===== config.mk =====
export PLATFORM = sky130hd
export DESIGN_NAME = multiport_vdma_top
export DESIGN_NICKNAME = d
export VERILOG_FILES = /design/src/vdma_pkg.sv /design/src/vdma_ifs.sv /design/src/frame_ctrl.sv /design/src/vdma_write_port.sv /design/src/ddr_write_arbiter.sv /design/src/multiport_vdma_top.sv
export VERILOG_INCLUDE_DIRS = /design/src
export SDC_FILE = /design/constraint.sdc
export NUM_CORES = 2
export LEC_CHECK = 0
export BUFFER_PORTS_ARGS = -buffer_cell sky130_fd_sc_hd__buf_2
export CORE_MARGIN = 10
export CORE_UTILIZATION = 55
export CTS_CLUSTER_DIAMETER = 200
export DETAILED_ROUTE_END_ITERATION = 7
export GPL_TIMING_DRIVEN = 0
export MAX_ROUTING_LAYER = met4
export PLACE_DENSITY = 0.72
export SLEW_MARGIN = 20
export SYNTH_ARGS = -nofsm -noshare
export SYNTH_HDL_FRONTEND = slang
export SYNTH_SLANG_ARGS = --single-unit

===== constraint.sdc =====
create_clock -name axi_m00_inf -period 6.35 [get_ports axi_m00_inf]
set_input_delay 0.9525 -clock axi_m00_inf [delete_from_list [all_inputs] [get_ports axi_m00_inf]]
set_output_delay 0.9525 -clock axi_m00_inf [all_outputs]
set_load 0.1 [all_outputs]

===== src/vdma_defs.svh =====
/*
 * video write DMA sizing
 * channel count, pixel and word widths, DDR address width,
 * burst length and per-channel buffer depth
 */
`ifndef VDMA_DEFS_SVH
`define VDMA_DEFS_SVH

// channels in the port array
`define VDMA_NCH            4
// one pixel, 16 bit
`define VDMA_PIX_W          16
`define VDMA_PIX_PER_WORD   4
// DDR native data width
`define VDMA_DATA_W         64
// DDR word address
`define VDMA_ASIZE          27
// words per write burst
`define VDMA_BURST_LEN      4
// words buffered in each channel
`define VDMA_FIFO_DEPTH     8

`endif


===== src/vdma_pkg.sv =====
/*
 * video write DMA types
 * pixel, memory word and DDR address types,
 * DDR native command codes and the arbiter states
 */
`include "vdma_defs.svh"

package vdma_pkg;

    typedef logic [`VDMA_PIX_W-1:0]  pixel_t;
    typedef logic [`VDMA_DATA_W-1:0] word_t;
    typedef logic [`VDMA_ASIZE-1:0]  addr_t;

    // DDR native command field, only writes go out
    typedef enum logic [2:0] {
        CMD_WRITE = 3'd0,
        CMD_READ  = 3'd1
    } ddr_cmd_e;

    // arbiter: waiting for a request or moving one burst
    typedef enum logic {
        ARB_IDLE,
        ARB_BURST
    } arb_state_e;

endpackage


===== src/vdma_ifs.sv =====
/*
 * video write DMA internal interfaces
 * video_frame_if carries the gated pixel stream to a write port,
 * burst_if carries a port's ready bursts to the DDR arbiter
 */
`timescale 1ns/1ps

interface video_frame_if;
    import vdma_pkg::*;

    // one cycle pulse with the first pixel of a frame
    logic   frame_start;
    // burst base for the frame, valid with frame_start
    addr_t  frame_base;
    logic   pix_valid;
    pixel_t pix_data;

    // no back-pressure, video does not stall
    modport src (
        output frame_start, frame_base, pix_valid, pix_data
    );
    modport dst (
        input  frame_start, frame_base, pix_valid, pix_data
    );
endinterface

interface burst_if;
    import vdma_pkg::*;

    // at least one whole burst waiting
    logic  req;
    // address of the burst's first word
    addr_t addr;
    // fifo head word
    word_t data;
    // one pulse per word taken
    logic  pop;

    modport port (
        output req, addr, data,
        input  pop
    );
    modport arb (
        input  req, addr, data,
        output pop
    );
endinterface


===== src/frame_ctrl.sv =====
/*
 * frame gating for the write channels
 * arms a channel on a start of frame seen with calibration done and
 * the channel enabled, latches its base address and forwards pixels
 * one cycle later; pixels of an unarmed channel are dropped
 */
`timescale 1ns/1ps
`include "vdma_defs.svh"

module frame_ctrl (
    input  logic             axi_m00_inf,
    input  logic             reset,
    input  logic             init_calib_complete,
    input  logic [`VDMA_NCH-1:0] ch_enable,
    input  vdma_pkg::addr_t  wr_baseaddr [`VDMA_NCH],
    input  logic [`VDMA_NCH-1:0] pix_sof,
    input  logic [`VDMA_NCH-1:0] pix_valid,
    input  vdma_pkg::pixel_t pix_data [`VDMA_NCH],
    video_frame_if.src       frames [`VDMA_NCH]
);
    import vdma_pkg::*;

    logic [`VDMA_NCH-1:0] armed;
    logic [`VDMA_NCH-1:0] start_q;
    logic [`VDMA_NCH-1:0] valid_q;
    addr_t                base_q [`VDMA_NCH];
    pixel_t               data_q [`VDMA_NCH];

    for (genvar i = 0; i < `VDMA_NCH; i++) begin : g_ch
        // ----------------------------------------
        // arm / disarm on start of frame
        // ----------------------------------------
        always_ff @(posedge axi_m00_inf) begin
            if (reset) begin
                armed[i]   <= 1'b0;
                start_q[i] <= 1'b0;
                valid_q[i] <= 1'b0;
            end else if (pix_valid[i] && pix_sof[i]) begin
                // sof without calibration or enable leaves the channel idle
                armed[i]   <= init_calib_complete && ch_enable[i];
                start_q[i] <= init_calib_complete && ch_enable[i];
                valid_q[i] <= init_calib_complete && ch_enable[i];
            end else begin
                start_q[i] <= 1'b0;
                valid_q[i] <= pix_valid[i] && armed[i];
            end
        end

        // payload registers
        always_ff @(posedge axi_m00_inf) begin
            data_q[i] <= pix_data[i];
            if (pix_valid[i] && pix_sof[i])
                base_q[i] <= wr_baseaddr[i];
        end

        assign frames[i].frame_start = start_q[i];
        assign frames[i].frame_base  = base_q[i];
        assign frames[i].pix_valid   = valid_q[i];
        assign frames[i].pix_data    = data_q[i];
    end

endmodule


===== src/vdma_write_port.sv =====
/*
 * one write channel of the video DMA
 * packs four pixels per word (first pixel low), buffers words in an
 * eight deep fifo and offers them to the arbiter as four word bursts
 * at a running address that restarts at each frame base
 */
`timescale 1ns/1ps
`include "vdma_defs.svh"

module vdma_write_port (
    input  logic          axi_m00_inf,
    input  logic          reset,
    video_frame_if.dst    frame,
    burst_if.port         burst,
    output logic          overflow
);
    import vdma_pkg::*;

    // ----------------------------------------
    // pixel packing
    // ----------------------------------------
    logic [$clog2(`VDMA_PIX_PER_WORD)-1:0] pix_cnt;
    word_t pack;
    word_t packed_word;
    logic  word_done;

    // completed word, last pixel straight from the interface
    always_comb begin
        packed_word = pack;
        packed_word[`VDMA_DATA_W-`VDMA_PIX_W +: `VDMA_PIX_W] = frame.pix_data;
    end

    assign word_done = frame.pix_valid && !frame.frame_start && (&pix_cnt);

    always_ff @(posedge axi_m00_inf) begin
        if (reset)
            pix_cnt <= '0;
        else if (frame.frame_start)
            // first pixel of the frame goes to lane 0
            pix_cnt <= 1;
        else if (frame.pix_valid)
            pix_cnt <= pix_cnt + 1'b1;
    end

    always_ff @(posedge axi_m00_inf) begin
        if (frame.frame_start)
            pack[0 +: `VDMA_PIX_W] <= frame.pix_data;
        else if (frame.pix_valid)
            pack[pix_cnt*`VDMA_PIX_W +: `VDMA_PIX_W] <= frame.pix_data;
    end

    // ----------------------------------------
    // word fifo
    // ----------------------------------------
    word_t mem [`VDMA_FIFO_DEPTH];
    logic [$clog2(`VDMA_FIFO_DEPTH)-1:0] wptr;
    logic [$clog2(`VDMA_FIFO_DEPTH)-1:0] rptr;
    logic [$clog2(`VDMA_FIFO_DEPTH):0]   count;
    logic full;
    logic push;

    assign full = (count == `VDMA_FIFO_DEPTH);
    // full fifo drops the new word
    assign push = word_done && !full;

    always_ff @(posedge axi_m00_inf) begin
        if (push)
            mem[wptr] <= packed_word;
    end

    always_ff @(posedge axi_m00_inf) begin
        if (reset) begin
            wptr     <= '0;
            rptr     <= '0;
            count    <= '0;
            overflow <= 1'b0;
        end else begin
            if (push)
                wptr <= wptr + 1'b1;
            if (burst.pop)
                rptr <= rptr + 1'b1;
            case ({push, burst.pop})
                2'b10:   count <= count + 1'b1;
                2'b01:   count <= count - 1'b1;
                default: count <= count;
            endcase
            // sticky until reset
            if (word_done && full)
                overflow <= 1'b1;
        end
    end

    // ----------------------------------------
    // burst address
    // ----------------------------------------
    logic [$clog2(`VDMA_BURST_LEN)-1:0] beat;
    addr_t next_addr;

    always_ff @(posedge axi_m00_inf) begin
        if (reset) begin
            beat      <= '0;
            next_addr <= '0;
        end else begin
            if (burst.pop)
                beat <= beat + 1'b1;
            if (frame.frame_start)
                next_addr <= frame.frame_base;
            else if (burst.pop && (&beat))
                // last word of a burst taken
                next_addr <= next_addr + addr_t'(`VDMA_BURST_LEN);
        end
    end

    assign burst.req  = (count >= `VDMA_BURST_LEN);
    assign burst.addr = next_addr;
    assign burst.data = mem[rptr];

endmodule


===== src/ddr_write_arbiter.sv =====
/*
 * round-robin DDR write arbiter
 * grants one channel at a time for a whole four word burst and drives
 * the DDR native command and write data ports, holding everything
 * while app_rdy or app_wdf_rdy is low
 */
`timescale 1ns/1ps
`include "vdma_defs.svh"

module ddr_write_arbiter (
    input  logic               axi_m00_inf,
    input  logic               reset,
    burst_if.arb               bursts [`VDMA_NCH],
    output vdma_pkg::addr_t    app_addr,
    output vdma_pkg::ddr_cmd_e app_cmd,
    output logic               app_en,
    output vdma_pkg::word_t    app_wdf_data,
    output logic               app_wdf_end,
    output logic [`VDMA_DATA_W/8-1:0] app_wdf_mask,
    output logic               app_wdf_wren,
    input  logic               app_rdy,
    input  logic               app_wdf_rdy
);
    import vdma_pkg::*;

    typedef logic [$clog2(`VDMA_NCH)-1:0] ch_t;

    arb_state_e state;
    ch_t        grant;
    ch_t        last_grant;
    ch_t        next_grant;
    logic       found;
    logic       accept;
    addr_t      cur_addr;
    logic [$clog2(`VDMA_BURST_LEN)-1:0] beat;

    logic [`VDMA_NCH-1:0] req_v;
    addr_t head_addr [`VDMA_NCH];
    word_t head_data [`VDMA_NCH];

    // word taken by the DDR controller this cycle
    assign accept = (state == ARB_BURST) && app_rdy && app_wdf_rdy;

    for (genvar i = 0; i < `VDMA_NCH; i++) begin : g_tap
        assign req_v[i]       = bursts[i].req;
        assign head_addr[i]   = bursts[i].addr;
        assign head_data[i]   = bursts[i].data;
        assign bursts[i].pop  = accept && (grant == ch_t'(i));
    end

    // ----------------------------------------
    // round-robin search
    // ----------------------------------------
    always_comb begin
        ch_t idx;
        found      = 1'b0;
        next_grant = last_grant;
        // start one past the last winner, wrap around
        for (int k = 1; k <= `VDMA_NCH; k++) begin
            idx = last_grant + ch_t'(k);
            if (!found && req_v[idx]) begin
                found      = 1'b1;
                next_grant = idx;
            end
        end
    end

    // ----------------------------------------
    // burst FSM
    // ----------------------------------------
    always_ff @(posedge axi_m00_inf) begin
        if (reset) begin
            state      <= ARB_IDLE;
            grant      <= '0;
            last_grant <= ch_t'(`VDMA_NCH - 1);
            beat       <= '0;
        end else begin
            case (state)
                ARB_IDLE: begin
                    if (found) begin
                        state <= ARB_BURST;
                        grant <= next_grant;
                        beat  <= '0;
                    end
                end
                ARB_BURST: begin
                    if (accept) begin
                        beat <= beat + 1'b1;
                        // whole burst out, next grant may go elsewhere
                        if (&beat) begin
                            state      <= ARB_IDLE;
                            last_grant <= grant;
                        end
                    end
                end
                default: state <= ARB_IDLE;
            endcase
        end
    end

    // running word address inside the burst
    always_ff @(posedge axi_m00_inf) begin
        if (state == ARB_IDLE && found)
            cur_addr <= head_addr[next_grant];
        else if (accept)
            cur_addr <= cur_addr + addr_t'(1);
    end

    // command and data go together on every word
    assign app_en       = (state == ARB_BURST);
    assign app_wdf_wren = app_en;
    assign app_wdf_end  = app_en;
    assign app_cmd      = CMD_WRITE;
    assign app_addr     = cur_addr;
    assign app_wdf_data = head_data[grant];
    assign app_wdf_mask = '0;

endmodule


===== src/multiport_vdma_top.sv =====
/*
 * four channel video write DMA
 * frame gating feeds one write port per channel, the ports are
 * drained by a round-robin arbiter onto the DDR native interface
 */
`timescale 1ns/1ps
`include "vdma_defs.svh"

module multiport_vdma_top (
    input  logic                 axi_m00_inf,
    input  logic                 reset,
    input  logic                 init_calib_complete,
    // per channel video inputs
    input  logic [`VDMA_NCH-1:0] ch_enable,
    input  vdma_pkg::addr_t      wr_baseaddr [`VDMA_NCH],
    input  logic [`VDMA_NCH-1:0] pix_sof,
    input  logic [`VDMA_NCH-1:0] pix_valid,
    input  vdma_pkg::pixel_t     pix_data [`VDMA_NCH],
    output logic [`VDMA_NCH-1:0] ch_overflow,
    // DDR native write side
    output logic [`VDMA_ASIZE-1:0]    app_addr,
    output logic [2:0]                app_cmd,
    output logic                      app_en,
    output logic [`VDMA_DATA_W-1:0]   app_wdf_data,
    output logic                      app_wdf_end,
    output logic [`VDMA_DATA_W/8-1:0] app_wdf_mask,
    output logic                      app_wdf_wren,
    input  logic                      app_rdy,
    input  logic                      app_wdf_rdy
);

    video_frame_if frames [`VDMA_NCH] ();
    burst_if       bursts [`VDMA_NCH] ();

    frame_ctrl frame_ctrl_inst (
        .axi_m00_inf         (axi_m00_inf),
        .reset               (reset),
        .init_calib_complete (init_calib_complete),
        .ch_enable           (ch_enable),
        .wr_baseaddr         (wr_baseaddr),
        .pix_sof             (pix_sof),
        .pix_valid           (pix_valid),
        .pix_data            (pix_data),
        .frames              (frames)
    );

    // one write port per channel
    for (genvar i = 0; i < `VDMA_NCH; i++) begin : g_port
        vdma_write_port vdma_write_port_inst (
            .axi_m00_inf (axi_m00_inf),
            .reset       (reset),
            .frame       (frames[i]),
            .burst       (bursts[i]),
            .overflow    (ch_overflow[i])
        );
    end

    ddr_write_arbiter ddr_write_arbiter_inst (
        .axi_m00_inf  (axi_m00_inf),
        .reset        (reset),
        .bursts       (bursts),
        .app_addr     (app_addr),
        .app_cmd      (app_cmd),
        .app_en       (app_en),
        .app_wdf_data (app_wdf_data),
        .app_wdf_end  (app_wdf_end),
        .app_wdf_mask (app_wdf_mask),
        .app_wdf_wren (app_wdf_wren),
        .app_rdy      (app_rdy),
        .app_wdf_rdy  (app_wdf_rdy)
    );

endmodule


==> flow_summary.yaml <==
cells_and_area:
  final_common_cell: "edfxtp_1"
  syn_to_final_growth_pct: 16.2
  area.sequential_um2: 76600
  finalCoreUtilization_pct: 64.1
  drive_gt1_share_pct: 25.1
  final.fill_count: 12300
  layout_common_cells: "edfxtp_1 (2375), mux4_2 (512), buf_2 (355)"
  stdcell_area_um2: 119000
  finalNetCount: 6258
  multi_input_area_um2: 24500
setup_path:
  required_ns: 5.40
  crit_path_cell_trace: "clkbuf_1, clkbuf_1, mux4_2, mux2_2, o211ai_1, o221ai_1, buf_2"
  end_kind: "output port"
  cp_data_arrival_time_ns: 5.42
  worst_setup_path_start_kind: "register"
  path_class: "reg -> out"
  cp_slowest_cell: "o221ai_1"
  crit_top_cell: "clkbuf_1"
  path_max_fanout: 10
  critPathMaxStageDelay_ns: 0.77
pwr:
  p_switching_uw: 6880
  vdd_drop_max_mv: 0.238
  cellLeakagePower_uw: 0.0370
  clkPwrFrac_pct: 45.0
  power_density_nw_per_um2: 296
  p_int_uw: 28200
  total_power_uw: 35100
  switching_share_pct: 19.6
  p_comb_share_pct: 0.8
  p_seq_share_pct: 54.2
sta:
  hold_ws_ns: 0.126
  fin_crit_sh_pct: 100
  final-hold-violation-count: 0
  worst_slack_ns: -0.0211
  finalClockSkew_ns: 0.0689
  setup_tns_ns: -0.0211
  slew_headroom_pct: 12.1
  final_max_slew_viol_count: 0
  setup_viol: 1
  max_slew.worst_pin.slew_ns: 1.31
  fmaxAchievable_ghz: 0.157
  rsz0062_at_grt: "false"
  min_period_ns: 6.37
placed_design:
  postPlaceCellArea_um2: 110000
  portBuffers: 285
  place_congestion: 1.09
  place_hpwl_mm: 190
route:
  postRouteAntennaNets: 0
  drt_iter0_drc: 7074
  via_count: 54700
  drcViolationCount: 0
  wl_per_cell_um: 31.3
  first_pass_iters: 6
  vias_per_cell: 6.28
  drt-total-wl_mm: 273
die:
  start_util_pct: 55.2
  pin_count: 298
  core_um2: 185000
  die_area_um2: 203000
  fp.dieW_um: 451
  rows: 158
  die_h_um: 451
clocking:
  cts_buffers: 281
  cts_resized: 0
  clock_sinks: 2638
  cts_tree: "built"
  cts_max_level: 5
  cts.path.max_buffers: 4
  clkTransAtPathRegs_ns: 0.06
  cts_root_buffer: "clkbuf_16"
  cts_setup_buffers: 0
  clk_latency_ns: 0.94
  cts.hold.buffers_added: 0
global_routing:
  busiest_layer: "met2"
  grt_overflow: 0
  grt_pass1_vias: 54500
  grt_usage_pct: 27.3
  use_met2_pct: 41.0
  use_met1_pct: 36.0
  grt_pass1_wl_mm: 390
  grt_max_degree: 31
  antenna_found_initial: 14
  grt.met3_usage_pct: 5.78
synth:
  yosysUniqueCellTypes: 68
  async_flop_share_pct: 0
  synth_seq_area_share_pct: 75.0
  ys_ff_latch: 2638
  synthFlopType: "edfxtp_1"
  synth_edf_count: 2375
  syn_inst: 5270
  yosys_warnings: 0
  syn_avg_cell_area_um2: 19.4
  synth_area_um2: 102000
status:
  violations: "setup timing"
  status: "complete, but fails checks"
flow_run:
  cap_viol_max_count: 0
worst_hold_path:
  hold_class: "in -> reg"
==> power by group through the flow <==
| stage | Sequential (uW) | Combinational, uW | Clock, uW |
|---|---|---|---|
| 6_report | 19000 | 287 | 15800 |
| 4_1_cts | 19000 | 286 | 16000 |
| 2_1_floorplan | 19300 | 150 | 0 |
| 3_5_place_dp | 19400 | 284 | 0 |
| 3_3_place_gp | 19400 | 275 | 0 |
| 5_1_grt | 19000 | 309 | 16600 |
==> synthesized netlist by cell type, types with 10 or more instances <==
master | number | area [um2]
a311oi_1 | 10 | 87.6
nor3_1 | 53 | 265
edfxtp_1 | 2375 | 71300
nand2_1 | 183 | 687
buf_4 | 17 | 128
or3_1 | 12 | 75.1
xor2_1 | 40 | 350
buf_2 | 69 | 345
a211oi_1 | 73 | 548
and2_1 | 168 | 1050
mux2i_1 | 241 | 2410
a21oi_1 | 60 | 300
and3_1 | 14 | 87.6
xnor2_1 | 89 | 780
inv_1 | 38 | 143
mux4_2 | 512 | 11500
nor4_1 | 37 | 231
buf_1 | 30 | 113
nand3_1 | 52 | 260
dfxtp_1 | 263 | 5270
nand4_1 | 35 | 219
nor2_1 | 187 | 702
o211ai_1 | 66 | 495
nor3b_1 | 16 | 120
and4_1 | 13 | 114
nor2b_1 | 74 | 463
nand2b_1 | 19 | 119
o221ai_1 | 69 | 604
clkbuf_1 | 178 | 668
ha_1 | 50 | 626
a31oi_1 | 10 | 62.6
o211a_1 | 12 | 120
mux2_2 | 65 | 732
o21ai_0 | 34 | 170
a221oi_1 | 29 | 254
==> per-stage QoR <==
step	setup slack, ns	cells
after global routing	0.155	8708
after global placement	-4.96	8045
after CTS	0.196	8697
after detailed placement	1.20	8212
after floorplan	0.298	5280
final	-0.0211	8721
==> area by class of cell <==
cell class | instances | area share, %
repair buffers | 456 | 3.60
clock inverters | 112 | 0.929
plain buffers | 294 | 1.06
inverters | 42 | 0.133
well taps | 2480 | 2.61
multi-input cells | 2306 | 20.6
flip-flops and latches | 2638 | 64.5
clock buffers | 373 | 6.47
diodes | 20 | 0.0422
==> critical path, delay by kind of cell, from the launching register on <==
kind | cells | cell delay [ns]
flip-flops | 1 | 0.41
multiplexers | 2 | 0.72
AO/OA/AOI/OAI | 2 | 1.50
buffers and inverters | 3 | 1.84
==> logic make-up (layout without fill, tap and decap cells) <==
group / after synthesis / after routing / synth area share, %
simple gates: 903 / 903 / 4.68
buf+inv: 336 / 1277 / 1.38
other cells: 1 / 31 / 0.00367
compound gates: 395 / 395 / 2.86
xor+xnor: 129 / 129 / 1.11
fa+ha+maj: 50 / 50 / 0.613
mux: 818 / 818 / 14.4
flops: 2638 / 2638 / 75.0
==> routing by layer <==
| metal | up-vias | part of all wire [%] |
|---|---|---|
| met5 | - | 0 |
| met4 | 0 | 6.1 |
| met3 | 590 | 9.6 |
| met2 | 3139 | 46 |
| met1 | 28200 | 38 |
| li1 | 22800 | - |
==> flip-flops by register name, summed over array words and instances, names as in the netlist, named ones only <==
signal / count
g_port.vdma_write_port_inst.burst.addr: 108
g_port.vdma_write_port_inst.beat: 8
g_port.vdma_write_port_inst.pix_cnt: 8
g_port.vdma_write_port_inst.overflow: 4
ddr_write_arbiter_inst.app_addr: 27
g_port.vdma_write_port_inst.mem: 2048
frame_ctrl_inst.data_q: 64
ddr_write_arbiter_inst.beat: 2
g_port.vdma_write_port_inst.count: 16
frame_ctrl_inst.base_q: 108
g_port.vdma_write_port_inst.pack: 192
ddr_write_arbiter_inst.last_grant: 2
g_port.vdma_write_port_inst.rptr: 12
frame_ctrl_inst.frames.pix_valid: 4
ddr_write_arbiter_inst.grant: 2
frame_ctrl_inst.armed: 4
ddr_write_arbiter_inst.app_en: 1
g_port.vdma_write_port_inst.wptr: 12
frame_ctrl_inst.frames.frame_start: 4
==> path summary, 6_finish.rpt <==
| check | startpoint | to | slack (ns) | cells after the start |
|---|---|---|---|---|
| worst max-delay path | register | app_wdf_data[38] | -0.02 | 7 |
| worst min-delay path | pix_data[61] | frame_ctrl_inst.data_q[0][13]$_DFF_P_ | 0.13 | 1 |
| worst max register to register | frame_ctrl_inst.frames[1].frame_start$_SDFF_PP0_ | g_port[1].vdma_write_port_inst.mem[0][37]$_DFFE_PP_ | 2.30 | 11 |
| worst min register to register | frame_ctrl_inst.armed[2]$_SDFFE_PP0P_ | frame_ctrl_inst.armed[2]$_SDFFE_PP0P_ | 0.47 | 2 |
(Power assumes the default switching activity.)
